`src/verilog/mem_config.svh`:
```
// ========================================
// memory and bus configuration
// widths, address fields, bank count and
// AXI response codes
// ========================================
`ifndef MEM_CONFIG_SVH
`define MEM_CONFIG_SVH

// bus widths
`define ADDR_W      32
`define DATA_W      32
`define STRB_W      4

// byte address fields
`define WORD_LSB    2
`define WORD_IDX_W  6
`define BANK_LSB    8
`define BANK_SEL_W  3
`define BANK_COUNT  6

`define RESP_OKAY   2'd0
`define RESP_SLVERR 2'd2

`endif
```
`src/verilog/axi_lite_pkg.sv`:
```
// ========================================
// AXI4-Lite bus types
// ========================================
`include "mem_config.svh"

package axi_lite_pkg;

  // byte address
  typedef logic [`ADDR_W-1:0] axi_addr_t;

  // one data beat
  typedef logic [`DATA_W-1:0] axi_data_t;

  // one strobe bit per byte lane
  typedef logic [`STRB_W-1:0] axi_strb_t;

  // OKAY / SLVERR
  typedef logic [1:0] axi_resp_t;

endpackage

```
`src/verilog/bank_mem_pkg.sv`:
```
// ========================================
// bank memory index types
// ========================================
`include "mem_config.svh"

package bank_mem_pkg;

  // bank field of the byte address
  // values at or above BANK_COUNT are not backed by memory
  typedef logic [`BANK_SEL_W-1:0] bank_sel_t;

  // word within one bank
  typedef logic [`WORD_IDX_W-1:0] word_idx_t;

endpackage

```
`src/verilog/bank_port_if.sv`:
```
// ========================================
// bank request port
// write and read requests into the banks
// ========================================
`timescale 1ns/1ns

interface bank_port_if (
  input logic clk
);

  // write group, one-cycle pulse on wr_en
  logic                    wr_en;
  bank_mem_pkg::bank_sel_t wr_bank;
  bank_mem_pkg::word_idx_t wr_word;
  axi_lite_pkg::axi_data_t wr_data;
  axi_lite_pkg::axi_strb_t wr_strb;

  // read group, data returned after the rd_en edge
  logic                    rd_en;
  bank_mem_pkg::bank_sel_t rd_bank;
  bank_mem_pkg::word_idx_t rd_word;
  axi_lite_pkg::axi_data_t rd_data;

  modport writer (
    input  clk,
    output wr_en, wr_bank, wr_word, wr_data, wr_strb
  );

  modport reader (
    input  clk,
    output rd_en, rd_bank, rd_word,
    input  rd_data
  );

  modport mem (
    input  clk,
    input  wr_en, wr_bank, wr_word, wr_data, wr_strb,
    input  rd_en, rd_bank, rd_word,
    output rd_data
  );

endinterface

```
`src/verilog/axi_read_path.sv`:
```
// ========================================
// AXI4-Lite read path
// takes AR, reads the banks and returns
// data and response on R
// ========================================
`timescale 1ns/1ns
`include "mem_config.svh"

module axi_read_path (
  input  logic                    clk,
  input  logic                    rst_n,
  // AR
  input  logic                    ar_valid,
  output logic                    ar_ready,
  input  axi_lite_pkg::axi_addr_t ar_addr,
  // R
  output logic                    r_valid,
  input  logic                    r_ready,
  output axi_lite_pkg::axi_data_t r_data,
  output axi_lite_pkg::axi_resp_t r_resp,
  // bank read requests
  bank_port_if.reader             bank
);

  bank_mem_pkg::bank_sel_t ar_bank;
  bank_mem_pkg::word_idx_t ar_word;
  logic                    ar_in_range;
  logic                    ar_fire;
  logic                    rd_err_q;

  // ========================================
  // address decode and bank request
  // ========================================
  // R slot free or emptying this cycle, so reads stream
  assign ar_ready = ~r_valid | r_ready;
  assign ar_fire  = ar_valid & ar_ready;

  assign ar_bank     = ar_addr[`BANK_LSB +: `BANK_SEL_W];
  assign ar_word     = ar_addr[`WORD_LSB +: `WORD_IDX_W];
  assign ar_in_range = ar_bank < bank_mem_pkg::bank_sel_t'(`BANK_COUNT);

  assign bank.rd_en   = ar_fire & ar_in_range;
  assign bank.rd_bank = ar_bank;
  assign bank.rd_word = ar_word;

  // ========================================
  // R channel
  // ========================================
  always_ff @(posedge clk or negedge rst_n) begin
    if (!rst_n) begin
      r_valid  <= 1'b0;
      rd_err_q <= 1'b0;
    end else if (ar_fire) begin
      r_valid  <= 1'b1;
      rd_err_q <= ~ar_in_range;
    end else if (r_ready) begin
      r_valid <= 1'b0;
    end
  end

  // bank data holds until the next rd_en, which waits for r_ready
  assign r_data = rd_err_q ? '0 : bank.rd_data;
  assign r_resp = rd_err_q ? `RESP_SLVERR : `RESP_OKAY;

  a_r_stable: assert property (@(posedge clk) disable iff (!rst_n)
    r_valid && !r_ready |=> $stable(r_data) && $stable(r_resp));

endmodule

```
`src/flat_wrapper.sv`:
```
// flat-port wrapper written by rule: the top's interface ports become plain ports
module axi_read_path_flat 
  (clk, rst_n, ar_valid, ar_ready, ar_addr, r_valid, r_ready, r_data, r_resp, bank_rd_en, bank_rd_bank, bank_rd_word, bank_rd_data);
  bank_port_if bank_i (.clk(clk));
  input  logic clk;
  input  logic rst_n;
  input  logic ar_valid;
  output logic ar_ready;
  input  axi_lite_pkg::axi_addr_t ar_addr;
  output logic r_valid;
  input  logic r_ready;
  output axi_lite_pkg::axi_data_t r_data;
  output axi_lite_pkg::axi_resp_t r_resp;
  output wire logic [$bits(bank_i.rd_en)-1:0] bank_rd_en;
  output wire logic [$bits(bank_i.rd_bank)-1:0] bank_rd_bank;
  output wire logic [$bits(bank_i.rd_word)-1:0] bank_rd_word;
  input wire logic [$bits(bank_i.rd_data)-1:0] bank_rd_data;
  assign bank_rd_en = bank_i.rd_en;
  assign bank_rd_bank = bank_i.rd_bank;
  assign bank_rd_word = bank_i.rd_word;
  assign bank_i.rd_data = bank_rd_data;
  axi_read_path u_core (.clk(clk), .rst_n(rst_n), .ar_valid(ar_valid), .ar_ready(ar_ready), .ar_addr(ar_addr), .r_valid(r_valid), .r_ready(r_ready), .r_data(r_data), .r_resp(r_resp), .bank(bank_i));
endmodule
```
`config.mk`:
```
export PLATFORM = sky130hd
export DESIGN_NAME = axi_read_path_flat
export DESIGN_NICKNAME = d
export VERILOG_FILES = /design/src/verilog/axi_lite_pkg.sv /design/src/verilog/bank_mem_pkg.sv /design/src/verilog/bank_port_if.sv /design/src/verilog/axi_read_path.sv /design/src/flat_wrapper.sv
export VERILOG_INCLUDE_DIRS = /design/src /design/src/verilog
export SDC_FILE = /design/constraint.sdc
export NUM_CORES = 1
export LEC_CHECK = 0
export BUFFER_PORTS_ARGS = -buffer_cell sky130_fd_sc_hd__buf_2
export CAP_MARGIN = 20
export CELL_PAD_IN_SITES_DETAIL_PLACEMENT = 1
export CELL_PAD_IN_SITES_GLOBAL_PLACEMENT = 2
export CORE_MARGIN = 2
export CORE_UTILIZATION = 10
export DETAILED_ROUTE_END_ITERATION = 16
export HOLD_SLACK_MARGIN = 0.03
export PLACE_DENSITY_LB_ADDON = 0.1
export SETUP_SLACK_MARGIN = 0.3
export SLEW_MARGIN = 0
export SYNTH_ARGS = -nofsm -noshare
export SYNTH_HDL_FRONTEND = slang
export SYNTH_SLANG_ARGS = --single-unit
```
`constraint.sdc`:
```
create_clock -name clk -period 0.9 [get_ports clk]
set_input_delay 0.18 -clock clk [delete_from_list [all_inputs] [get_ports clk]]
set_output_delay 0.18 -clock clk [all_outputs]
set_load 0.05 [all_outputs]
```
### After elaboration in Yosys (flattened, before gate mapping)

Cells that the tools add are included.
W data, S select, Z words.

* logic and storage cells: 13
* output and inout bits: 46
* flip-flop bits (word level): 2
* bits of input ports: 68

* bitwise gates (word level): 5
* reduce and logical (&&, ||, !) cells: 1
* multiplexer cells: 4
* magnitude comparators: 1

Operators with widths (count)
* $mux W32: 1
* $lt A3 B3 Y1 const B: 1
* $and A1 B1 Y1: 2
* $mux W1: 2
* $mux W2: 1
* $not A1 Y1: 2
* $reduce_bool A2 Y1: 1
* $or A1 B1 Y1: 1

### Longest topological paths before layout

Gate-level depths: netlist of the first run.

* depth in word-level cells: 4
* depth in mapped cells: 3
* mapped depth without buffers: 3

### Least setup slack after synthesis of the first run

OpenSTA, ideal clock, no wires.

* kind: register to output
* from: register u_core.r_valid
* to: output port bank_rd_en
* data required time: 0.720 ns
* path buffers: 0
* cell stages (with the launch flop): 4
* data arrival time: 1.702 ns
* slack: -0.982 ns
* cells stage by stage: dfrtp_1 > nand2b_4 > nand2_1 > a21oi_1

* longest elaborated chain between the ends: 4

Ends and longest elaborated chain
* start, declared: line axi_read_path.sv:17 `output logic r_valid,`
* start signal, assigned: line axi_read_path.sv:51 `r_valid <= 1'b0;`
* start signal, assigned: line axi_read_path.sv:54 `r_valid <= 1'b1;`
* start signal, assigned: line axi_read_path.sv:57 `r_valid <= 1'b0;`
* $not A1 Y1: line axi_read_path.sv:35 `assign ar_ready = ~r_valid | r_ready;`
* $or A1 B1 Y1: line axi_read_path.sv:35
* via ar_ready: line flat_wrapper.sv:8 `output logic ar_ready;`
* $and A1 B1 Y1: line axi_read_path.sv:36 `assign ar_fire = ar_valid & ar_ready;`
* $and A1 B1 Y1: line axi_read_path.sv:42 `assign bank.rd_en = ar_fire & ar_in_range;`
* end, declared: line flat_wrapper.sv:14 `output wire logic [$bits(bank_i.rd_en)-1:0] bank_rd_en;`

The timed path passes the listed nets, and every way through them passes these cells.

### Final worst setup path of the first run

* from: register u_core.rd_err_q
* to: output port r_data[7]

* longest elaborated chain between the ends: 1

Ends and longest elaborated chain
* start, declared: line axi_read_path.sv:29 `logic rd_err_q;`
* start signal, assigned: line axi_read_path.sv:55 `rd_err_q <= ~ar_in_range;`
* $mux W32: line axi_read_path.sv:62 `assign r_data = rd_err_q ? '0 : bank.rd_data;`
* end, declared: line flat_wrapper.sv:12 `output axi_lite_pkg::axi_data_t r_data;`

Every way passes these cells.

==> results of run 1 <==
## per-layer routing
layer	GRT usage	routed length (µm)
met4	0.04847	19
met1	0.07222	563
met3	0.02167	205
met5	0	0
met2	0.1993	1408
## power by group
group	total (µW)	internal [µW]	leakage [µW]	switching [µW]
logic	1470	616	0.000713	854
registers	114	100	0.0000217	13.5
clock network	374	285	0.0000216	89.5
## critical path, stage by stage (launching register included)
cell and delay, ns:
dfrtp_2 0.44, buf_6 0.18, nor2b_2 0.15, buf_6 0.17
## through the flow
step / hold WS, ns / setup TNS (ns) / instances / utilization / total power [µW]
floorplan: -0.1156 / -9.549 / 55 / - / 1093
global placement: -0.03162 / -8.504 / 172 / 0.2714 / 1274
detailed placement: -0.03190 / -9.040 / 172 / 0.2714 / 1283
CTS: 0.2777 / -14.20 / 178 / 0.3673 / 1922
global route: 0.2847 / -15.50 / 179 / 0.3783 / 2041
finish: 0.2841 / -14.27 / 179 / 0.3783 / 1958
## sequential cells by signal, summed over array words and instances, names as in the netlist
name and count:
u_core.r_valid 1, u_core.rd_err_q 1
## kinds of logic (layout without fill, tap and decap cells)
| family | count (synthesis) | in the layout | synth area share |
|---|---|---|---|
| other | 1 | 1 | 0.009395 |
| buffers and inverters | 14 | 90 | 0.2508 |
| and+or+nand+nor | 36 | 36 | 0.5768 |
| AOI/OAI and AO/OA | 2 | 2 | 0.03761 |
| DFF | 2 | 2 | 0.1254 |
## cells in the final DEF (no fill, tap or decap), drive strengths merged
cell,instances
nand2b,2
nor2b,32
nand4,1
dlygate4sd3,1
buf,86
dfrtp,2
a21oi,1
a21bo,1
clkbuf,3
nand2,1
conb,1
## layout make-up
class | instances | area share
repair buffers | 87 | 0.5645
clock buffers | 3 | 0.02915
flip-flops and latches | 2 | 0.03710
well taps | 48 | 0.04240
multi-input cells | 39 | 0.3269
## worst min path at each step
stage | startpoint | end | slack, ns | cells after the start
6_report | rst_n | u_core.rd_err_q | 0.28 | 2
4_1_cts | rst_n | u_core.rd_err_q | 0.28 | 2
2_1_floorplan | rst_n | u_core.r_valid | -0.12 | 0
5_1_grt | rst_n | u_core.rd_err_q | 0.28 | 2
3_3_place_gp | rst_n | u_core.r_valid | -0.03 | 1
3_5_place_dp | rst_n | u_core.rd_err_q | -0.03 | 1
## what timing repair did
item                                    CTS  global route
gates resized for setup                  92             9
setup buffers                             2             1
hold endpoints to repair                  2             0
hold buffers                              1             0
endpoints found under the setup margin   40            40
pin swaps                                 0             0
==> impl_metrics.tcl, run 1 <==
set metrics [dict create \
    grt_max_degree 15 \
    synth_area_leader_cell "nor2b_1" \
    async_reset_ff_frac 1.000 \
    r2r-end "u_core.rd_err_q" \
    start_util 0.1066 \
    portBuffers 75 \
    die_y_um 67.18 \
    wl_um 2196 \
    final_nets 201 \
    worstSetupStartpoint "u_core.rd_err_q" \
    globalRouteTotalUtil 0.09211 \
    rr_worst_depth 5 \
    violations "negative setup slack" \
    area.growth.synth_to_final_pct 254.9 \
    drv_cap 0 \
    start_kind "flop" \
    r2r_start "u_core.r_valid" \
    synth-edff-count 0 \
    cts.path.max_buffers 2 \
    cts_buffers 3 \
    fp-row-count 22 \
    syn_avg_cell_area_um2 7.257 \
    r2r_setup_slack_ns -0.17 \
    synth_area_um2 399.1 \
    ir_worst_vdd_uv 960.4 \
    cts_tree "yes" \
    grt_pass1_vias 681 \
    hpwl_um 1660 \
    drc 0 \
    numClockSinks 2 \
    viasPerCell 3.587 \
    synth.most_common_cell "nor2b_1" \
    ioPinCount 114 \
    netlist_top_cells_count "nor2b_1, buf_4, buf_2, dfrtp_1" \
    synth-seq-cells 2 \
    grt_pass1_wl_um 3077 \
    leakage_uw 0.0007562 \
    synth_nets 123 \
    fillCellCount 420 \
    path_max_fanout 9 \
    synth_top_cell_area_share 0.5016 \
    setup-violations-final 38 \
    drt_iter0_markers 6 \
    diodes 0 \
    ant_nets 0 \
    fmaxAchievable_mhz 746.6 \
    drive_gt1_frac 0.9695 \
    multiInputGateArea_um2 462.9 \
    synth_cell_type_count 11 \
    cp.arrival_ns 1.16 \
    fin_skew_ns 0.005367 \
    slew_viol_final 0 \
    wl_per_cell_um 12.27 \
    crit_path_end_kind "output port" \
    die_x_um 67.18 \
    setup_slack_ns -0.4395 \
    antenna_found_initial 0 \
    status "complete, but fails checks" \
    place_ws_ns -0.2996 \
    crit_required_ns 0.72 \
    routabilityCongestion 0.6154 \
    period_share 1.488 \
    drt_first_pass_iters 2 \
    p_per_area_nw_per_um2 1382 \
    grt_overflow 0 \
    core-area_um2 3744 \
    dr_total_vias 642 \
    cts_root_buffer "clkbuf_8" \
    cts.clk_slew.worst_paths_ns 0.03 \
    seqCellArea_um2 52.55 \
    die_area_um2 4512 \
    synthCells 55 \
    design_area_um2 1416 \
    rsz0062_at_grt "yes" \
    critical_path.endpoint "r_data[7]" \
    hold_viol_final 0 \
    insertion_delay_ns 0.22 \
    ys_warn_count 0 \
    min_path_type "input port to asynchronous set/reset pin" \
    placed_area_um2 1016 \
    h-tree-depth 1 \
    fin_crit_ns 1.339 \
    ys_top_cells_by_area "nor2b_1, buf_4, dfrtp_1" \
    seq_area_frac_synth 0.1254 \
    ys.flop_type "dfrtp_1" \
    path_class "flop to output port" \
]
Note: power is estimated with default switching activity, not from simulation.
==> run 2: changes to the inputs <==
- CELL_PAD_IN_SITES_DETAIL_PLACEMENT: 1 -> unset
- CELL_PAD_IN_SITES_GLOBAL_PLACEMENT: 2 -> unset
- CORE_UTILIZATION: 10 -> 19
- PLACE_DENSITY: unset -> 0.78
- PLACE_DENSITY_LB_ADDON: 0.1 -> unset
- SETUP_SLACK_MARGIN: 0.3 -> 0.4
==> impl_metrics.tcl, run 2 (synthesis results as in run 1) <==
set metrics [dict create \
    final_nets 198 \
    fin_util 0.6913 \
    ir_worst_vdd_uv 817.2 \
    cts_tree "yes" \
    drc 0 \
    viasPerCell 4.226 \
    combPwrFrac 0.823 \
    wl_um 2501 \
    die_x_um 49.84 \
    rsz0062_at_grt "yes" \
    grt_pass1_vias 658 \
    power.total_uw 1805 \
    ant_nets 0 \
    p_per_area_nw_per_um2 1331 \
    period_share 1.531 \
    drive_gt1_frac 0.9688 \
    routabilityCongestion 0.6859 \
    p_int_uw 864.7 \
    cp.arrival_ns 1.20 \
    drt_first_pass_iters 4 \
    hold_viol_final 0 \
    antenna_found_initial 0 \
    cts_root_buffer "clkbuf_4" \
    setup-violations-final 37 \
    p_clk_frac 0.113 \
    start_kind "flop" \
    hpwl_um 1398 \
    setup_slack_ns -0.4783 \
    largestRegisters "u_core.r_valid (1), u_core.rd_err_q (1)" \
    slew_viol_final 0 \
    insertion_delay_ns 0.23 \
    start_util 0.2034 \
    area.growth.synth_to_final_pct 239.8 \
    fmaxAchievable_mhz 725.5 \
    drt_iter0_markers 3 \
    wl_per_cell_um 16.14 \
    path_class "flop to output port" \
    fin_crit_ns 1.378 \
    power.switching_uw 940.6 \
    tns_ns -15.46 \
    fp-row-count 16 \
    core-area_um2 1962 \
    die_y_um 49.84 \
    min_path_type "input port to flop" \
    cts.path.max_buffers 2 \
    seq_power_share 0.064 \
    mostFrequentLayoutCells "buf_2, buf_6, nor2b_4, buf_8, nor2b_2" \
    cts_buffers 3 \
    dr_total_vias 655 \
    fin_skew_ns 0.003055 \
    grt_overflow 0 \
    diodes 0 \
    numClockSinks 2 \
    status "complete, but fails checks" \
    die_area_um2 2484 \
    drv_cap 0 \
    ioPinCount 114 \
    crit_path_end_kind "output port" \
    portBuffers 75 \
    globalRouteTotalUtil 0.1746 \
    sw_frac_of_total 0.5210 \
    path_max_fanout 16 \
    violations "negative setup slack" \
    crit_required_ns 0.72 \
    grt_max_degree 17 \
    cts.clk_slew.worst_paths_ns 0.03 \
    h-tree-depth 1 \
    grt_pass1_wl_um 3256 \
    leakage_uw 0.0007360 \
]
## run 2: metal layers
metal	routed length, µm	vias to the layer above	part of all wire	global-route usage
met5	0	-	0	0
met4	0	0	0	0.06944
met3	247	0	0.099	0.06667
met2	1343	50	0.54	0.3111
met1	910	304	0.36	0.1823
li1	-	301	-	-
## run 2: path summary, 6_finish.rpt
check | endpoint | cells past startpoint | slack [ns] | from
hold / removal | u_core.r_valid | 2 | 0.22 | ar_valid
hold reg to reg | u_core.r_valid | 3 | 0.69 | u_core.r_valid
min in group asynchronous | u_core.r_valid | 2 | 0.29 | rst_n
setup / recovery | r_data[31] | 3 | -0.48 | u_core.rd_err_q
setup reg to reg | u_core.rd_err_q | 5 | -0.19 | u_core.r_valid
max in group asynchronous | u_core.rd_err_q | 2 | 0.50 | rst_n
## run 2: layout make-up
cell class,instances,area [µm²]
Multi-Input combinational cell,39,462.9
Timing Repair Buffer,84,784.5
Clock buffer,3,22.52
Tap cell,27,33.78
Fill cell,151,605.6
Sequential cell,2,52.55
## run 2: critical path, cell delays in order (launching register included)
cell,delay (ns)
dfrtp_2,0.45
buf_16,0.20
nor2b_4,0.15
buf_6,0.17
## run 2: timing repair
action                     CTS  global route
buffers inserted             1             3
hold buffers                 1             0
setup endpoints to repair   40            40
gates resized for setup     88            11
cloned                       1             0
hold endpoints to repair     2             0
pin swaps                    1             1
## run 2: stage by stage
stage          setup slack, ns  std cells  hold slack (ns)  cell area [µm²]
6_report               -0.4783        155           0.2198             1356
5_1_grt                -0.5332        155           0.2103             1356
4_1_cts                -0.4667        152           0.2114             1294
3_5_place_dp           -0.3497        146         -0.03302            952.2
3_3_place_gp           -0.2932        146         -0.03558            952.2
2_1_floorplan          -0.4044         55          -0.1156            643.1
## run 2: power by group through the flow
stage | Combinational [µW] | Clock (µW) | Sequential (µW)
after global placement | 1120 | 0 | 109
after detailed placement | 1130 | 0 | 111
after floorplan | 986 | 0 | 120
final | 1490 | 203 | 115
after global routing | 1530 | 232 | 117
after CTS | 1410 | 219 | 115
==> run 3: changes to the inputs <==
- ABC_AREA: unset -> 1
- CORE_UTILIZATION: 19 -> 22
- PLACE_DENSITY: 0.78 -> 0.81
==> impl_metrics.tcl, run 3 <==
set metrics [dict create \
    status "complete, but fails checks" \
    violations "negative setup slack" \
    synth_cell_type_count 9 \
    ant_nets 0 \
    setup_slack_ns -0.4826 \
    globalRouteTotalUtil 0.1710 \
    diodes 0 \
    placed_area_um2 1089 \
    place_ws_ns -0.3170 \
    min_path_type "input port to flop" \
    ys_top_cells_by_area "inv_1, nor2_1, buf_4" \
    start_kind "flop" \
    rsz0062_at_grt "yes" \
    wl_um 2146 \
    slowest_stage "dfrtp_4" \
    crit_required_ns 0.72 \
    hold_start "ar_valid" \
    fin_skew_ns 0.005482 \
    start_util 0.2348 \
    synth-seq-cells 2 \
    largestRegisters "u_core.r_valid (1), u_core.rd_err_q (1)" \
    portBuffers 75 \
    ioPinCount 114 \
    drive_gt1_frac 0.7561 \
    numClockSinks 2 \
    hold_slack_ns 0.2467 \
    synth-edff-count 0 \
    grt_pass1_wl_um 3277 \
    routabilityCongestion 0.6204 \
    cts.clk_slew.worst_paths_ns 0.03 \
    fp-row-count 16 \
    antenna_found_initial 0 \
    async_reset_ff_frac 1.000 \
    synth_area_um2 465.4 \
    cts_buffers 3 \
    slew_viol_final 0 \
    holdPathStages 3 \
    netlist_top_cells_count "inv_1, nor2_1, buf_4" \
    insertion_delay_ns 0.23 \
    fillCellCount 135 \
    die_y_um 50.00 \
    drt_iter0_markers 4 \
    setup-violations-final 36 \
    path_class "flop to output port" \
    path_cells "clkbuf_16 -> nor2_4 -> buf_6" \
    mostFrequentLayoutCells "buf_2, inv_1, nor2_4, buf_6, buf_8" \
    fmaxAchievable_mhz 723.3 \
    crit_path_end_kind "output port" \
    rr_worst_depth 3 \
    ys_warn_count 0 \
    ys.flop_type "dfrtp_1" \
    seqCellArea_um2 55.05 \
    fin_crit_ns 1.383 \
    cp_top_family "flip-flops" \
    crit_buf_inv 2 \
    hold_viol_final 0 \
    grt_max_degree 18 \
    p_per_area_nw_per_um2 1309 \
    r2r_setup_slack_ns 0 \
    final_nets 234 \
    drv_cap 0 \
    h-tree-depth 1 \
    multiInputGateArea_um2 429.2 \
    tns_ns -15.32 \
    r2r_start "u_core.rd_err_q" \
    synth.most_common_cell "inv_1" \
    path_max_fanout 8 \
    synth_top_cell_area_share 0.2742 \
    drt_first_pass_iters 3 \
    cts_root_buffer "clkbuf_4" \
    hpwl_um 1471 \
    seq_area_frac_synth 0.1075 \
    ir_worst_vdd_uv 708.0 \
    grt_pass1_vias 780 \
    drc 0 \
    syn_avg_cell_area_um2 5.059 \
    cts.path.max_buffers 2 \
    area.growth.synth_to_final_pct 217.7 \
    die_x_um 50.00 \
    leakage_uw 0.0008084 \
    period_share 1.536 \
    viasPerCell 3.927 \
    final_common_cell "buf_2" \
    synthCells 92 \
    grt_overflow 0 \
    slowest_delay_ns 0.51 \
    synth_area_leader_cell "inv_1" \
    hold_end "u_core.rd_err_q" \
    design_area_um2 1479 \
    cp.arrival_ns 1.20 \
    wl_per_cell_um 11.24 \
    die_area_um2 2500 \
    synth_nets 160 \
    core-area_um2 1982 \
    cts_tree "yes" \
    dr_total_vias 750 \
    r2r-end "u_core.rd_err_q" \
]
-- run 3: logic make-up after synthesis --
group,count (synthesis),synth area share
buffers and inverters,49,0.5484
and+or+nand+nor,40,0.3360
other,1,0.008057
DFF,2,0.1075
-- run 3: area by class of cell --
class / instances / area share
tap: 27 / 0.02284
clock buffer: 3 / 0.01523
timing repair buffer: 84 / 0.5482
multi-input combinational: 41 / 0.2902
inverter: 34 / 0.08629
sequential: 2 / 0.03723
-- run 3: repair_timing --
item                                   CTS  global route
buffers inserted                         1             0
gates cloned                             0             1
resized for setup                       83            15
setup endpoints to repair               40            40
endpoints found under the hold margin    2             0
pin swaps                                3             1
hold buffers                             1             0
-- run 3: metal layers --
metal | GRT usage | vias up | share of wire
met5 | 0 | - | 0
met4 | 0.07407 | 0 | 0.021
met3 | 0.05455 | 4 | 0.10
met2 | 0.3421 | 47 | 0.58
met1 | 0.1499 | 326 | 0.29
li1 | - | 373 | -
-- run 3: tightest hold or removal path, cell delays in order --
cell	delay, ns
buf_2	0.12
nand3_1	0.08
nand2_1	0.05
-- run 3: worst max path at each step --
stage | start | to | cells past startpoint
detailed placement | u_core.rd_err_q | r_data[23] | 3
CTS | u_core.rd_err_q | r_data[23] | 3
global placement | u_core.rd_err_q | r_data[31] | 3
floorplan | u_core.r_valid | bank_rd_en | 3
finish | u_core.rd_err_q | r_data[9] | 3
global route | u_core.rd_err_q | r_data[9] | 3
-- run 3: stage by stage --
stage | total power [µW] | utilization | cells
floorplan | 1265 | - | 92
global placement | 1360 | 0.5492 | 185
detailed placement | 1376 | 0.5492 | 185
CTS | 1845 | 0.7052 | 190
global route | 2017 | 0.7462 | 191
finish | 1936 | 0.7462 | 191
-- run 3: power by group --
group	total, µW	switching, µW	internal (µW)
combinational	1610	974	633
clock	201	53.6	147
sequential	128	23.1	105
total	1940	1050	885
