## src/verilog/mem_config.svh

```systemverilog
// ========================================
// memory and bus configuration
// widths, address fields, bank count and
// AXI response codes
// ========================================
`ifndef MEM_CONFIG_SVH
`define MEM_CONFIG_SVH

// bus widths
`define ADDR_W      32
`define DATA_W      32
`define STRB_W      4

// byte address fields
`define WORD_LSB    2
`define WORD_IDX_W  6
`define BANK_LSB    8
`define BANK_SEL_W  3
`define BANK_COUNT  6

`define RESP_OKAY   2'd0
`define RESP_SLVERR 2'd2

`endif
```

## src/verilog/axi_lite_pkg.sv

```systemverilog
// ========================================
// AXI4-Lite bus types
// ========================================
`include "mem_config.svh"

package axi_lite_pkg;

  // byte address
  typedef logic [`ADDR_W-1:0] axi_addr_t;

  // one data beat
  typedef logic [`DATA_W-1:0] axi_data_t;

  // one strobe bit per byte lane
  typedef logic [`STRB_W-1:0] axi_strb_t;

  // OKAY / SLVERR
  typedef logic [1:0] axi_resp_t;

endpackage

```

## src/verilog/bank_mem_pkg.sv

```systemverilog
// ========================================
// bank memory index types
// ========================================
`include "mem_config.svh"

package bank_mem_pkg;

  // bank field of the byte address
  // values at or above BANK_COUNT are not backed by memory
  typedef logic [`BANK_SEL_W-1:0] bank_sel_t;

  // word within one bank
  typedef logic [`WORD_IDX_W-1:0] word_idx_t;

endpackage

```

## src/verilog/bank_port_if.sv

```systemverilog
// ========================================
// bank request port
// write and read requests into the banks
// ========================================
`timescale 1ns/1ns

interface bank_port_if (
  input logic clk
);

  // write group, one-cycle pulse on wr_en
  logic                    wr_en;
  bank_mem_pkg::bank_sel_t wr_bank;
  bank_mem_pkg::word_idx_t wr_word;
  axi_lite_pkg::axi_data_t wr_data;
  axi_lite_pkg::axi_strb_t wr_strb;

  // read group, data returned after the rd_en edge
  logic                    rd_en;
  bank_mem_pkg::bank_sel_t rd_bank;
  bank_mem_pkg::word_idx_t rd_word;
  axi_lite_pkg::axi_data_t rd_data;

  modport writer (
    input  clk,
    output wr_en, wr_bank, wr_word, wr_data, wr_strb
  );

  modport reader (
    input  clk,
    output rd_en, rd_bank, rd_word,
    input  rd_data
  );

  modport mem (
    input  clk,
    input  wr_en, wr_bank, wr_word, wr_data, wr_strb,
    input  rd_en, rd_bank, rd_word,
    output rd_data
  );

endinterface

```

## src/verilog/axi_write_join.sv

```systemverilog
// ========================================
// AXI4-Lite write join
// holds AW and W separately, commits one
// bank write and answers on the B channel
// ========================================
`timescale 1ns/1ns
`include "mem_config.svh"

module axi_write_join (
  input  logic                    clk,
  input  logic                    rst_n,
  // AW
  input  logic                    aw_valid,
  output logic                    aw_ready,
  input  axi_lite_pkg::axi_addr_t aw_addr,
  // W
  input  logic                    w_valid,
  output logic                    w_ready,
  input  axi_lite_pkg::axi_data_t w_data,
  input  axi_lite_pkg::axi_strb_t w_strb,
  // B
  output logic                    b_valid,
  input  logic                    b_ready,
  output axi_lite_pkg::axi_resp_t b_resp,
  // bank write requests
  bank_port_if.writer             bank
);

  logic                    aw_held;
  logic                    w_held;
  axi_lite_pkg::axi_addr_t aw_addr_q;
  axi_lite_pkg::axi_data_t w_data_q;
  axi_lite_pkg::axi_strb_t w_strb_q;

  bank_mem_pkg::bank_sel_t wr_bank;
  bank_mem_pkg::word_idx_t wr_word;
  logic                    wr_in_range;
  logic                    commit;

  // ========================================
  // capture stages
  // ========================================
  // one slot per channel, ready drops while it is full
  assign aw_ready = ~aw_held;
  assign w_ready  = ~w_held;

  always_ff @(posedge clk) begin
    if (aw_valid && aw_ready) begin
      aw_addr_q <= aw_addr;
    end
    if (w_valid && w_ready) begin
      w_data_q <= w_data;
      w_strb_q <= w_strb;
    end
  end

  always_ff @(posedge clk or negedge rst_n) begin
    if (!rst_n) begin
      aw_held <= 1'b0;
      w_held  <= 1'b0;
    end else begin
      if (commit) begin
        aw_held <= 1'b0;
      end else if (aw_valid && aw_ready) begin
        aw_held <= 1'b1;
      end
      if (commit) begin
        w_held <= 1'b0;
      end else if (w_valid && w_ready) begin
        w_held <= 1'b1;
      end
    end
  end

  // ========================================
  // join and commit
  // ========================================
  assign wr_bank     = aw_addr_q[`BANK_LSB +: `BANK_SEL_W];
  assign wr_word     = aw_addr_q[`WORD_LSB +: `WORD_IDX_W];
  assign wr_in_range = wr_bank < bank_mem_pkg::bank_sel_t'(`BANK_COUNT);

  // both halves present and B slot free
  assign commit = aw_held & w_held & ~b_valid;

  // out-of-range banks never reach the memory
  assign bank.wr_en   = commit & wr_in_range;
  assign bank.wr_bank = wr_bank;
  assign bank.wr_word = wr_word;
  assign bank.wr_data = w_data_q;
  assign bank.wr_strb = w_strb_q;

  // one response per committed write
  always_ff @(posedge clk or negedge rst_n) begin
    if (!rst_n) begin
      b_valid <= 1'b0;
      b_resp  <= `RESP_OKAY;
    end else if (commit) begin
      b_valid <= 1'b1;
      b_resp  <= wr_in_range ? `RESP_OKAY : `RESP_SLVERR;
    end else if (b_ready) begin
      b_valid <= 1'b0;
    end
  end

  a_b_hold: assert property (@(posedge clk) disable iff (!rst_n)
    b_valid && !b_ready |=> b_valid && $stable(b_resp));

  // master keeps AW steady until it is taken
  a_aw_stable: assert property (@(posedge clk) disable iff (!rst_n)
    aw_valid && !aw_ready |=> aw_valid && $stable(aw_addr));

endmodule

```

## src/flat_wrapper.sv

```systemverilog
// flat-port wrapper written by rule: the top's interface ports become plain ports
module axi_write_join_flat 
  (clk, rst_n, aw_valid, aw_ready, aw_addr, w_valid, w_ready, w_data, w_strb, b_valid, b_ready, b_resp, bank_wr_en, bank_wr_bank, bank_wr_word, bank_wr_data, bank_wr_strb);
  bank_port_if bank_i (.clk(clk));
  input  logic clk;
  input  logic rst_n;
  input  logic aw_valid;
  output logic aw_ready;
  input  axi_lite_pkg::axi_addr_t aw_addr;
  input  logic w_valid;
  output logic w_ready;
  input  axi_lite_pkg::axi_data_t w_data;
  input  axi_lite_pkg::axi_strb_t w_strb;
  output logic b_valid;
  input  logic b_ready;
  output axi_lite_pkg::axi_resp_t b_resp;
  output wire logic [$bits(bank_i.wr_en)-1:0] bank_wr_en;
  output wire logic [$bits(bank_i.wr_bank)-1:0] bank_wr_bank;
  output wire logic [$bits(bank_i.wr_word)-1:0] bank_wr_word;
  output wire logic [$bits(bank_i.wr_data)-1:0] bank_wr_data;
  output wire logic [$bits(bank_i.wr_strb)-1:0] bank_wr_strb;
  assign bank_wr_en = bank_i.wr_en;
  assign bank_wr_bank = bank_i.wr_bank;
  assign bank_wr_word = bank_i.wr_word;
  assign bank_wr_data = bank_i.wr_data;
  assign bank_wr_strb = bank_i.wr_strb;
  axi_write_join u_core (.clk(clk), .rst_n(rst_n), .aw_valid(aw_valid), .aw_ready(aw_ready), .aw_addr(aw_addr), .w_valid(w_valid), .w_ready(w_ready), .w_data(w_data), .w_strb(w_strb), .b_valid(b_valid), .b_ready(b_ready), .b_resp(b_resp), .bank(bank_i));
endmodule
```

## config.mk

```make
export PLATFORM = sky130hd
export DESIGN_NAME = axi_write_join_flat
export DESIGN_NICKNAME = d
export VERILOG_FILES = /design/src/verilog/axi_lite_pkg.sv /design/src/verilog/bank_mem_pkg.sv /design/src/verilog/bank_port_if.sv /design/src/verilog/axi_write_join.sv /design/src/flat_wrapper.sv
export VERILOG_INCLUDE_DIRS = /design/src /design/src/verilog
export SDC_FILE = /design/constraint.sdc
export NUM_CORES = 1
export LEC_CHECK = 0
export BUFFER_PORTS_ARGS = -buffer_cell sky130_fd_sc_hd__buf_2
export CAP_MARGIN = 15
export CORE_ASPECT_RATIO = 1.75
export CORE_MARGIN = 1.5
export CORE_UTILIZATION = 41
export CTS_CLUSTER_SIZE = 16
export DETAILED_ROUTE_END_ITERATION = 12
export GPL_TIMING_DRIVEN = 0
export PLACE_DENSITY = 0.91
export SETUP_SLACK_MARGIN = 0.15
export SYNTH_ARGS = -nofsm -noshare
export SYNTH_HDL_FRONTEND = slang
export SYNTH_SLANG_ARGS = --single-unit
```

## constraint.sdc

```tcl
create_clock -name clk -period 2.8 [get_ports clk]
set_input_delay 0.14 -clock clk [delete_from_list [all_inputs] [get_ports clk]]
set_output_delay 0.14 -clock clk [all_outputs]
set_load 0.05 [all_outputs]
```

### After elaboration in Yosys (flattened, before gate mapping)

Index checks and enable logic that the tools add are counted.

* order comparisons: 1
* bitwise logic cells: 6
* reduce and logical (&&, ||, !) cells: 5
* mux-type cells: 7

Operators by type and width (count)
* $mux 1: 6
* $reduce_bool 2->1: 3
* $and 1x1->1: 3
* $lt 3x3->1 const B: 1
* $not 1->1: 3
* $logic_and 1x1->1: 2
* $mux 2: 1

* input bits: 73
* bits in registers: 52

### Depth between registers and ports, before layout

Gate-level depths: netlist of the first run.

* depth after elaboration: 4
* depth in mapped cells: 2
* mapped depth without buffers: 2

### Least setup slack after synthesis of the first run

No wires, ideal clock.

* path type: flip-flop to output port
* start: register u_core.b_valid
* end: output bank_wr_en
* path buffers: 0
* arrival: 1588 ps
* cell stages (with the launch flop): 3
* slack: 1072 ps
* path through: dfrtp_1 nand3b_4 a21oi_1

* cells in the longest elaborated chain, start to end: 3

RTL lines
* start: declaration: RTL line axi_write_join.sv:22 `output logic b_valid,`
* start signal: assignment: RTL line axi_write_join.sv:95 `b_valid <= 1'b0;`
* start signal: assignment: RTL line axi_write_join.sv:98 `b_valid <= 1'b1;`
* start signal: assignment: RTL line axi_write_join.sv:101 `b_valid <= 1'b0;`
* $not 1->1: RTL line axi_write_join.sv:83 `assign commit = aw_held & w_held & ~b_valid;`
* $and 1x1->1: RTL line axi_write_join.sv:83
* $and 1x1->1: RTL line axi_write_join.sv:86 `assign bank.wr_en = commit & wr_in_range;`
* end: declaration: RTL line flat_wrapper.sv:17 `output wire logic [$bits(bank_i.wr_en)-1:0] bank_wr_en;`

Every way passes these cells.

### Final worst setup path of the first run

* start: register u_core.w_held
* end: register u_core.w_strb_q[3], in the netlist u_core.bank.wr_strb[3] (enable)

* cells in the longest elaborated chain, start to end: 2

RTL lines
* start: declaration: RTL line axi_write_join.sv:30 `logic w_held;`
* start signal: assignment: RTL line axi_write_join.sv:60 `w_held <= 1'b0;`
* start signal: assignment: RTL line axi_write_join.sv:68 `w_held <= 1'b0;`
* start signal: assignment: RTL line axi_write_join.sv:70 `w_held <= 1'b1;`
* $not 1->1: RTL line axi_write_join.sv:45 `assign w_ready = ~w_held;`
* $logic_and 1x1->1: RTL line axi_write_join.sv:51 `if (w_valid && w_ready) begin`
* end signal: assignment: RTL line axi_write_join.sv:53 `w_strb_q <= w_strb;`
* end: declaration: RTL line axi_write_join.sv:33 `axi_lite_pkg::axi_strb_t w_strb_q;`

Every way passes these cells.
A chain may end at the register's enable or synchronous reset.

==> results of run 1 <==
-- routing by layer --
metal  global-route usage  wire length (um)  vias to the layer above
met5                    0                 0                        -
met4              0.07576                56                        0
met3              0.07473               386                        5
met2               0.2400              1498                       79
met1               0.1278               934                      426
li1                     -                 -                      461
-- through the flow --
step | hold slack (ns) | cell area [um^2] | utilization | setup slack, ns
after floorplan | -0.1556 | 1553 | - | 1.072
after global placement | -0.05356 | 2106 | 0.5803 | 1.244
after detailed placement | -0.04702 | 2106 | 0.5803 | 1.209
after CTS | 0.005275 | 2196 | 0.6052 | 1.195
after global routing | 0.0005453 | 2246 | 0.6190 | 1.125
final | 0.02020 | 2246 | 0.6190 | 1.230
-- placed cells by master, fill, tap and decap left out, drive strengths merged, types with 2 or more instances in the layout --
master       count
buf            100
edfxtp          45
dlygate4sd3      6
clkbuf           5
inv              4
dfrtp            4
o21a             2
and2b            2
-- report_power, final --
part | switching, mW | leakage (nW) | total (mW) | internal [mW]
logic | 0.599 | 0.488 | 0.758 | 0.159
clock network | 0.203 | 0.0377 | 0.370 | 0.168
registers | 0.0547 | 0.465 | 1.02 | 0.964
total | 0.856 | 0.991 | 2.15 | 1.29
-- sequential cells by signal, indices dropped and copies added, names as in the netlist --
register	cells
u_core.aw_addr_q	9
u_core.b_resp	1
u_core.bank.wr_strb	4
u_core.w_held	1
u_core.b_valid	1
u_core.aw_held	1
u_core.bank.wr_data	32
-- repair_timing --
| action | CTS | global route |
|---|---|---|
| buffers inserted | 0 | 0 |
| hold endpoints to repair | 4 | 5 |
| hold buffers | 1 | 5 |
-- area by class of cell --
class / instances / share of cell area
plain buffers: 1 / 0.003343
clock buffers: 5 / 0.03064
clock inverters: 2 / 0.005014
inverters: 4 / 0.006685
multi-input cells: 10 / 0.03510
flip-flops and latches: 49 / 0.6462
well taps: 46 / 0.02563
repair buffers: 105 / 0.2474
-- logic make-up after synthesis --
logic type	after synthesis	synth area share
AOI/OAI and AO/OA	4	0.01611
buffers and inverters	5	0.01450
DFF	49	0.9347
muxes	1	0.006447
other	1	0.002415
and+or+nand+nor	4	0.02579
-- final timing paths --
kind	from	endpoint	slack, ns	depth (start not counted)
worst max-delay path	u_core.w_held$_DFFE_PN0P_	u_core.bank.wr_strb[3]$_DFFE_PP_	1.23	1
worst min-delay path	w_data[6]	u_core.bank.wr_data[6]$_DFFE_PP_	0.02	1
worst max register to register	u_core.w_held$_DFFE_PN0P_	u_core.bank.wr_strb[3]$_DFFE_PP_	1.23	1
worst min register to register	u_core.b_resp[1]$_DFFE_PN0P_	u_core.b_resp[1]$_DFFE_PN0P_	0.54	2
max in group asynchronous	rst_n	u_core.b_valid$_DFFE_PN0P_	2.49	2
min in group asynchronous	rst_n	u_core.aw_held$_DFFE_PN0P_	0.19	2
==> run_results.csv, run 1 <==
group,metric,value,unit
outcome,status,"finished clean",
run,maxCapViolCount,0,
logic_synthesis,yosysTopAreaCell,"edfxtp_1",
grt,grt_pass1_wl,4174,um
final_layout,fillers,287,
clock_network,htreeDepth,2,
logic_synthesis,synthMostInstantiatedCell,"edfxtp_1",
floorplanning,die_y,84.41,um
grt,grt_max_degree,37,
place,io_buffers,99,
clock_network,path_clk_slew,0.08,ns
power,p_per_area,955.9,nW/um^2
setup_path,cp.arrival,1.49,ns
final_layout,antennaDiodeCount,0,
logic_synthesis,syn-num-nets,137,
logic_synthesis,synthCells,64,
floorplanning,rows,29,
floorplanning,io_pins,124,
routing,via_count,971,
clock_network,cts_tree,"yes",
setup_path,crit_chain,"and2b_2",
logic_synthesis,synth-async-reset-ratio,0.08163,
final_layout,multi_input_area,78.83,um^2
clock_network,cts_buffers,5,
hold_path,hp-class,"input port to flip-flop",
power,p_total,2.147,mW
logic_synthesis,avgSynthCellArea,24.26,um^2
final_layout,drive_above_1_share,0.6136,
grt,antenna_found_initial,0,
sta,fin_setup_tns,0,ns
final_layout,fin_nets,249,
logic_synthesis,synth_common_cells,"45 x edfxtp_1, 4 x dfrtp_1, 4 x inv_1, 2 x o21a_1",
sta,clock.fmax,0.6369,GHz
place,gp_congestion,0.7019,
floorplanning,start_util,0.4279,
logic_synthesis,synth.area.top_cells,"edfxtp_1 87%, dfrtp_1 6.4%, nand3b_4 1.3%",
grt,grt_pass1_vias,999,
sta,rsz0062_at_grt,"false",
routing,ant_nets,0,
routing,routedWlPerCell,12.95,um
sta,slew_violations,0,
sta,hold_viol_final,0,
logic_synthesis,synth_enable_flop_cells,45,
place,placed_cells,209,
sta,final-setup-viol-count,0,
floorplanning,dieArea,4180,um^2
routing,routed_via_density,4.374,
power,ir_worst_vdd,771.5,uV
setup_path,critPathMaxStageDelay,0.74,ns
setup_path,critPathBufInv,0,
floorplanning,core-area,3628,um^2
logic_synthesis,synthesis.area,1553,um^2
logic_synthesis,netlist.area_leader.share,0.8703,
final_layout,finalNonFillerCells,222,
routing,dr.first_iter.drc_count,8,
routing,route.detailed.drc,0,
logic_synthesis,ys_types,13,
sta,fin_crit,1.570,ns
setup_path,startpoint_type,"flip-flop",
final_layout,ff_latch_area,1451,um^2
setup_path,critical_path.max_fanout,36,
routing,routed_wl,2875,um
clock_network,clock_latency,0.29,ns
grt,overflow,0,
clock_network,cts.path.max_buffers,2,
sta,finalCritPeriodShare,0.5608,
clock_network,cts_resized,0,
setup_path,crit_path_end_kind,"flip-flop",
setup_path,cp_data_required_time,2.72,ns
logic_synthesis,ys_dominant_reg_cell,"edfxtp_1",
power,leakagePower,0.9910,nW
final_layout,syn2layout_area_growth,44.64,%
setup_path,crit_type,"flip-flop to flip-flop",
logic_synthesis,synth_seq_cells,49,
sta,fin_skew,0.009155,ns
routing,dr.pass1.iters,3,
grt,track_usage,0.1399,
place,dp_hpwl,2171,um
logic_synthesis,ys_warn_count,0,
floorplanning,die_w,49.52,um
sta,tightest_slew,0.7515,ns
logic_synthesis,yosysSeqAreaShare,0.9347,
setup_path,crit_path_top_delay_cell,"and2b_2",
clock_network,cts-root-buf,"clkbuf_8",
setup_path,cp_top_family,"simple AND/OR/NAND/NOR gates",
sta,slew_headroom,0.4990,
clock_network,clkSinkCount,49,
(Power assumes the default switching activity.)
==> run 2, diff against run 1 <==
--- a/config.mk
+++ b/config.mk
@@ -10,11 +10,11 @@
 export CAP_MARGIN = 15
 export CORE_ASPECT_RATIO = 1.75
 export CORE_MARGIN = 1.5
-export CORE_UTILIZATION = 41
+export CORE_UTILIZATION = 34
 export CTS_CLUSTER_SIZE = 16
 export DETAILED_ROUTE_END_ITERATION = 12
 export GPL_TIMING_DRIVEN = 0
-export PLACE_DENSITY = 0.91
+export PLACE_DENSITY = 0.82
 export SETUP_SLACK_MARGIN = 0.15
 export SYNTH_ARGS = -nofsm -noshare
 export SYNTH_HDL_FRONTEND = slang
==> constraint.sdc (replaced) <==
create_clock -name clk -period 1.34 [get_ports clk]
set_input_delay 0.067 -clock clk [delete_from_list [all_inputs] [get_ports clk]]
set_output_delay 0.067 -clock clk [all_outputs]
set_load 0.05 [all_outputs]
==> run_results.csv, run 2 (same netlist as run 1, synthesis figures left out) <==
group,metric,value,unit
grt,antenna_found_initial,0,
place,io_buffers,99,
routing,routed_wl,3819,um
clock_network,clock_latency,0.29,ns
final_layout,postLayoutCellArea,2731,um^2
final_layout,drive_above_1_share,0.5247,
routing,route.detailed.drc,0,
place,dp_hpwl,2204,um
setup_path,crit_path_top_delay_cell,"dfrtp_1",
power,p_total,4.775,mW
final_layout,antennaDiodeCount,0,
sta,finalCritPeriodShare,0.9181,
power,leakagePower,1.195,nW
grt,overflow,0,
floorplanning,core-area,4404,um^2
final_layout,largest_reg_flops,32,
setup_path,critical_path.max_fanout,3,
setup_path,critPathMaxStageDelay,0.41,ns
sta,hold-worst-slack,0.02097,ns
routing,dr.pass1.iters,2,
setup_path,startpoint_type,"flip-flop",
floorplanning,io_pins,124,
final_layout,syn2layout_area_growth,75.91,%
setup_path,cp.arrival,1.16,ns
routing,ant_nets,0,
sta,rsz0062_at_grt,"true",
clock_network,cts.path.max_buffers,2,
floorplanning,start_util,0.3526,
floorplanning,die_w,54.09,um
final_layout,layout_commonest_cell,"buf_2",
clock_network,cts-root-buf,"clkbuf_8",
floorplanning,dieArea,4997,um^2
setup_path,crit_type,"flip-flop to output port",
routing,routedWlPerCell,13.94,um
clock_network,cts_buffers,5,
grt,track_usage,0.1522,
floorplanning,die_y,92.40,um
sta,clock.fmax,0.8128,GHz
setup_path,crit_chain,"nand3b_4, a21oi_4, buf_6",
outcome,status,"finished clean",
place,gp_congestion,0.6799,
sta,final-setup-viol-count,0,
final_layout,ff_latch_area,1453,um^2
hold_path,hp-class,"input port to flip-flop",
clock_network,path_clk_slew,0.08,ns
final_layout,fillers,357,
routing,dr.first_iter.drc_count,6,
grt,grt_pass1_vias,1258,
clock_network,cts_tree,"yes",
clock_network,clkSinkCount,49,
floorplanning,rows,32,
clock_network,htreeDepth,2,
run,maxCapViolCount,0,
routing,routed_via_density,4.299,
final_layout,multi_input_area,120.1,um^2
sta,slew_violations,0,
grt,grt_pass1_wl,5402,um
power,p_per_area,1748,nW/um^2
final_layout,layout_common_cells,"97 x buf_2, 47 x dlygate4sd3_1, 45 x edfxtp_1, 5 x clkbuf_8, 4 x inv_1",
routing,via_count,1178,
setup_path,rrSetupSlack,0.20,ns
grt,grt_max_degree,19,
setup_path,cp_data_required_time,1.27,ns
setup_path,crit_path_end_kind,"output port",
sta,hold_viol_final,0,
place,dpl_cell_area,2125,um^2
power,ir_worst_vdd,1536,uV
sta,fin_skew,0.003666,ns
final_layout,fin_nets,295,
sta,fin_crit,1.230,ns
-- run 2: path summary, 6_finish.rpt --
kind / startpoint / to / depth (start not counted)
max: u_core.b_valid$_DFFE_PN0P_ / bank_wr_en / 3
min: aw_valid / u_core.aw_held$_DFFE_PN0P_ / 2
max reg2reg: u_core.w_held$_DFFE_PN0P_ / u_core.bank.wr_strb[1]$_DFFE_PP_ / 1
min reg2reg: u_core.b_resp[1]$_DFFE_PN0P_ / u_core.b_resp[1]$_DFFE_PN0P_ / 2
max in group asynchronous: rst_n / u_core.w_held$_DFFE_PN0P_ / 2
min in group asynchronous: rst_n / u_core.b_resp[1]$_DFFE_PN0P_ / 2
-- run 2: what timing repair did --
item                                   in CTS  in global routing
setup buffers                               1                  1
setup endpoints to repair                  46                 38
endpoints found under the hold margin      50                  0
cloned                                      1                  2
hold buffers                               47                  0
resized for setup                           5                  4
-- run 2: metrics by stage --
step	cells	util	TNS, ns	setup WS (ns)
after detailed placement	214	0.4824	-2.838	-0.08094
after floorplan	64	-	0	0.06576
after CTS	271	0.6136	0	0.09880
after global placement	214	0.4824	-1.297	-0.03864
final	274	0.6202	0	0.1097
after global routing	274	0.6202	0	0.05261
-- run 2: cell type report --
class / instances / share of cell area
inverters: 4 / 0.005497
clock buffers: 6 / 0.02657
clock inverters: 2 / 0.003665
repair buffers: 148 / 0.3623
flip-flops and latches: 49 / 0.5318
multi-input cells: 13 / 0.04398
well taps: 51 / 0.02336
plain buffers: 1 / 0.002749
-- run 2: metal layers --
layer  wire [um]  vias up  track usage
met3         319        8      0.04839
met5           0        -            0
met2        2123       78       0.2795
li1            -      558            -
met1        1295      534       0.1468
met4          80        0      0.06042
-- run 2: worst max-delay path, delay by kind of cell, from the launching register on --
kind / cells / cell delay (ns)
buffers and inverters: 1 / 0.17
AND/OR/NAND/NOR: 1 / 0.18
flip-flops: 1 / 0.41
AO/OA/AOI/OAI: 1 / 0.12
-- run 2: report_power, final --
group          leakage, nW  total (mW)  switching (mW)  internal [mW]
sequential           0.464        2.15           0.132           2.01
clock               0.0450       0.804           0.442          0.362
combinational        0.685        1.83            1.31          0.519
total                 1.19        4.77            1.88           2.89
==> run 3, diff against run 2 <==
--- a/config.mk
+++ b/config.mk
@@ -6,11 +6,12 @@
 export SDC_FILE = /design/constraint.sdc
 export NUM_CORES = 1
 export LEC_CHECK = 0
+export ABC_AREA = 1
 export BUFFER_PORTS_ARGS = -buffer_cell sky130_fd_sc_hd__buf_2
 export CAP_MARGIN = 15
 export CORE_ASPECT_RATIO = 1.75
-export CORE_MARGIN = 1.5
 export CORE_UTILIZATION = 34
+export CTS_CLUSTER_DIAMETER = 150
 export CTS_CLUSTER_SIZE = 16
 export DETAILED_ROUTE_END_ITERATION = 12
 export GPL_TIMING_DRIVEN = 0
==> run_results.csv, run 3 <==
group,metric,value,unit
outcome,status,"finished clean",
clock_network,clkSinkCount,49,
logic_synthesis,synth.area.top_cells,"edfxtp_1 87%, dfrtp_1 6.5%, nor2_1 1.7%",
setup_path,cp_data_required_time,1.27,ns
power,p_sw_frac,0.3995,
floorplanning,die_y,91.22,um
floorplanning,dieArea,4833,um^2
final_layout,ff_latch_area,1453,um^2
sta,finalCritPeriodShare,0.8886,
floorplanning,start_util,0.3511,
hold_path,holdPathStages,3,
power,ir_worst_vdd,1275,uV
hold_path,worstHoldEndpoint,"u_core.w_held$_DFFE_PN0P_",
routing,ant_nets,0,
final_layout,fin_util,0.6327,
sta,fin_setup_tns,0,ns
floorplanning,rows,32,
power,leakagePower,1.220,nW
power,power_frac_comb,0.403,
sta,clock.fmax,0.8398,GHz
logic_synthesis,synthCells,72,
setup_path,crit_path_end_kind,"output port",
setup_path,cp.arrival,1.12,ns
power,p_int,2.934,mW
place,gp_congestion,0.6644,
clock_network,clock_latency,0.29,ns
grt,overflow,0,
setup_path,crit_path_top_delay_cell,"edfxtp_1",
clock_network,cts_buffers,5,
floorplanning,die_w,52.98,um
final_layout,fillers,332,
grt,grt_pass1_vias,1264,
setup_path,rrSetupSlack,0.18,ns
setup_path,critPathMaxStageDelay,0.41,ns
routing,routedWlPerCell,13.83,um
clock_network,path_clk_slew,0.08,ns
place,io_buffers,99,
routing,dr.first_iter.drc_count,20,
final_layout,syn2layout_area_growth,80.18,%
final_layout,largest_reg_flops,32,
setup_path,crit_chain,"nand2_1, inv_2, nor2_4, buf_8",
floorplanning,io_pins,124,
final_layout,fin_nets,307,
hold_path,worstHoldStart,"w_valid",
run,maxCapViolCount,0,
setup_path,cp_top_family,"flip-flops",
final_layout,layout_common_cells,"98 x buf_2, 47 x dlygate4sd3_1, 45 x edfxtp_1, 7 x buf_4",
setup_path,startpoint_type,"flip-flop",
setup_path,critPathBufInv,2,
logic_synthesis,synthesis.area,1546,um^2
power,p_sw,1.952,mW
logic_synthesis,avgSynthCellArea,21.48,um^2
clock_network,htreeDepth,2,
logic_synthesis,syn-num-nets,145,
logic_synthesis,ys_dominant_reg_cell,"edfxtp_1",
routing,routed_via_density,4.242,
sta,fin_crit,1.191,ns
grt,grt_pass1_wl,5789,um
sta,rsz0062_at_grt,"true",
logic_synthesis,synth_enable_flop_cells,45,
final_layout,antennaDiodeCount,0,
logic_synthesis,synth_common_cells,"45 x edfxtp_1, 7 x nor2_1, 6 x inv_1, 5 x nand2_1, 4 x dfrtp_1",
routing,routed_wl,3942,um
sta,fin_skew,0.004986,ns
setup_path,reg2reg_to,"u_core.bank.wr_data[29]$_DFFE_PP_",
sta,slew_violations,0,
logic_synthesis,yosysSeqAreaShare,0.9385,
routing,route.detailed.drc,0,
clock_network,cts_tree,"yes",
logic_synthesis,yosysTopAreaCell,"edfxtp_1",
logic_synthesis,synth-async-reset-ratio,0.08163,
setup_path,ff2ff_path_depth,3,
logic_synthesis,ys_types,10,
logic_synthesis,ys_warn_count,0,
final_layout,layout_commonest_cell,"buf_2",
final_layout,drive_above_1_share,0.5214,
routing,via_count,1209,
grt,grt_max_degree,19,
clock_network,cts-root-buf,"clkbuf_8",
grt,track_usage,0.1715,
sta,final-setup-viol-count,0,
logic_synthesis,synthMostInstantiatedCell,"edfxtp_1",
floorplanning,core-area,4404,um^2
setup_path,crit_type,"flip-flop to output port",
hold_path,hp-class,"input port to flip-flop",
power,power.share.clock,0.164,
sta,hold_viol_final,0,
setup_path,critical_path.max_fanout,2,
routing,dr.pass1.iters,3,
logic_synthesis,netlist.area_leader.share,0.8738,
final_layout,multi_input_area,98.84,um^2
power,p_per_area,1753,nW/um^2
grt,antenna_found_initial,0,
clock_network,cts.path.max_buffers,2,
logic_synthesis,synth_seq_cells,49,
place,dp_hpwl,2340,um
power,seqPwrFrac,0.433,
setup_path,rr_startpoint,"u_core.w_held$_DFFE_PN0P_",
-- run 3: cell types whose count changed after synthesis, sizes merged, moves of 2 or more --
cell | previous run | this run
and2b | 2 | 0
inv | 4 | 6
nand2 | 1 | 5
nor2 | 0 | 8
o21a | 2 | 0
-- run 3: tightest hold or removal path, stage by stage --
cell	delay [ns]
buf_2	0.09
nor2_1	0.04
nor2_1	0.09
-- run 3: through the flow --
step                      cell area (um^2)  cells  hold WS, ns  worst slack (ns)  power (mW)
after global placement                2123    222      -0.1264           -0.2244       3.723
after floorplan                       1564     72      -0.2286          -0.03395       3.355
after CTS                             2775    284      0.01965            0.1404       4.883
after detailed placement              2123    222      -0.1212           -0.2957       3.758
final                                 2786    285      0.02982            0.1492       4.886
after global routing                  2786    285      0.03253           0.07217       5.098
-- run 3: cell type report --
class | instances | share of cell area
plain buffers | 1 | 0.002694
clock buffers | 5 | 0.02470
clock inverters | 2 | 0.004041
inverters | 6 | 0.008083
multi-input cells | 17 | 0.03547
flip-flops and latches | 49 | 0.5213
well taps | 51 | 0.02290
repair buffers | 154 | 0.3808
-- run 3: power groups by stage --
stage,clock [mW],sequential [mW],combinational (mW)
6_report,0.800,2.12,1.97
4_1_cts,0.823,2.12,1.94
3_3_place_gp,0,2.16,1.57
2_1_floorplan,0,2.96,0.393
5_1_grt,0.872,2.15,2.08
3_5_place_dp,0,2.17,1.59
-- run 3: logic make-up after synthesis --
group	after synthesis	share of synthesized area
compound gates	1	0.003233
buf+inv	7	0.01942
flops	49	0.9385
other cells	1	0.002425
simple gates	14	0.03641
-- run 3: metal layers --
metal,wire length (um),track usage,share of wire
met2,2189,0.3154,0.56
met3,277,0.04020,0.070
met4,91,0.08333,0.023
met5,0,0,0
met1,1383,0.1665,0.35
-- run 3: worst max path at each step --
| stage | start | to | cells after the start |
|---|---|---|---|
| 3_3_place_gp | u_core.w_held$_DFFE_PN0P_ | u_core.bank.wr_data[19]$_DFFE_PP_ | 1 |
| 2_1_floorplan | u_core.w_held$_DFFE_PN0P_ | u_core.bank.wr_data[0]$_DFFE_PP_ | 1 |
| 4_1_cts | u_core.b_valid$_DFFE_PN0P_ | bank_wr_en | 4 |
| 3_5_place_dp | u_core.w_held$_DFFE_PN0P_ | u_core.bank.wr_data[10]$_DFFE_PP_ | 1 |
| 6_report | u_core.aw_addr_q[9]$_DFFE_PP_ | bank_wr_en | 4 |
| 5_1_grt | u_core.aw_held$_DFFE_PN0P_ | u_core.aw_addr_q[4]$_DFFE_PP_ | 1 |
-- run 3: timing repair --
item	4_1_cts	5_1_grt
pin swaps	2	1
setup endpoints to repair	37	29
buffers inserted	7	1
gates resized for setup	5	2
hold buffers	47	0
gates cloned	1	0
hold endpoints to repair	50	0
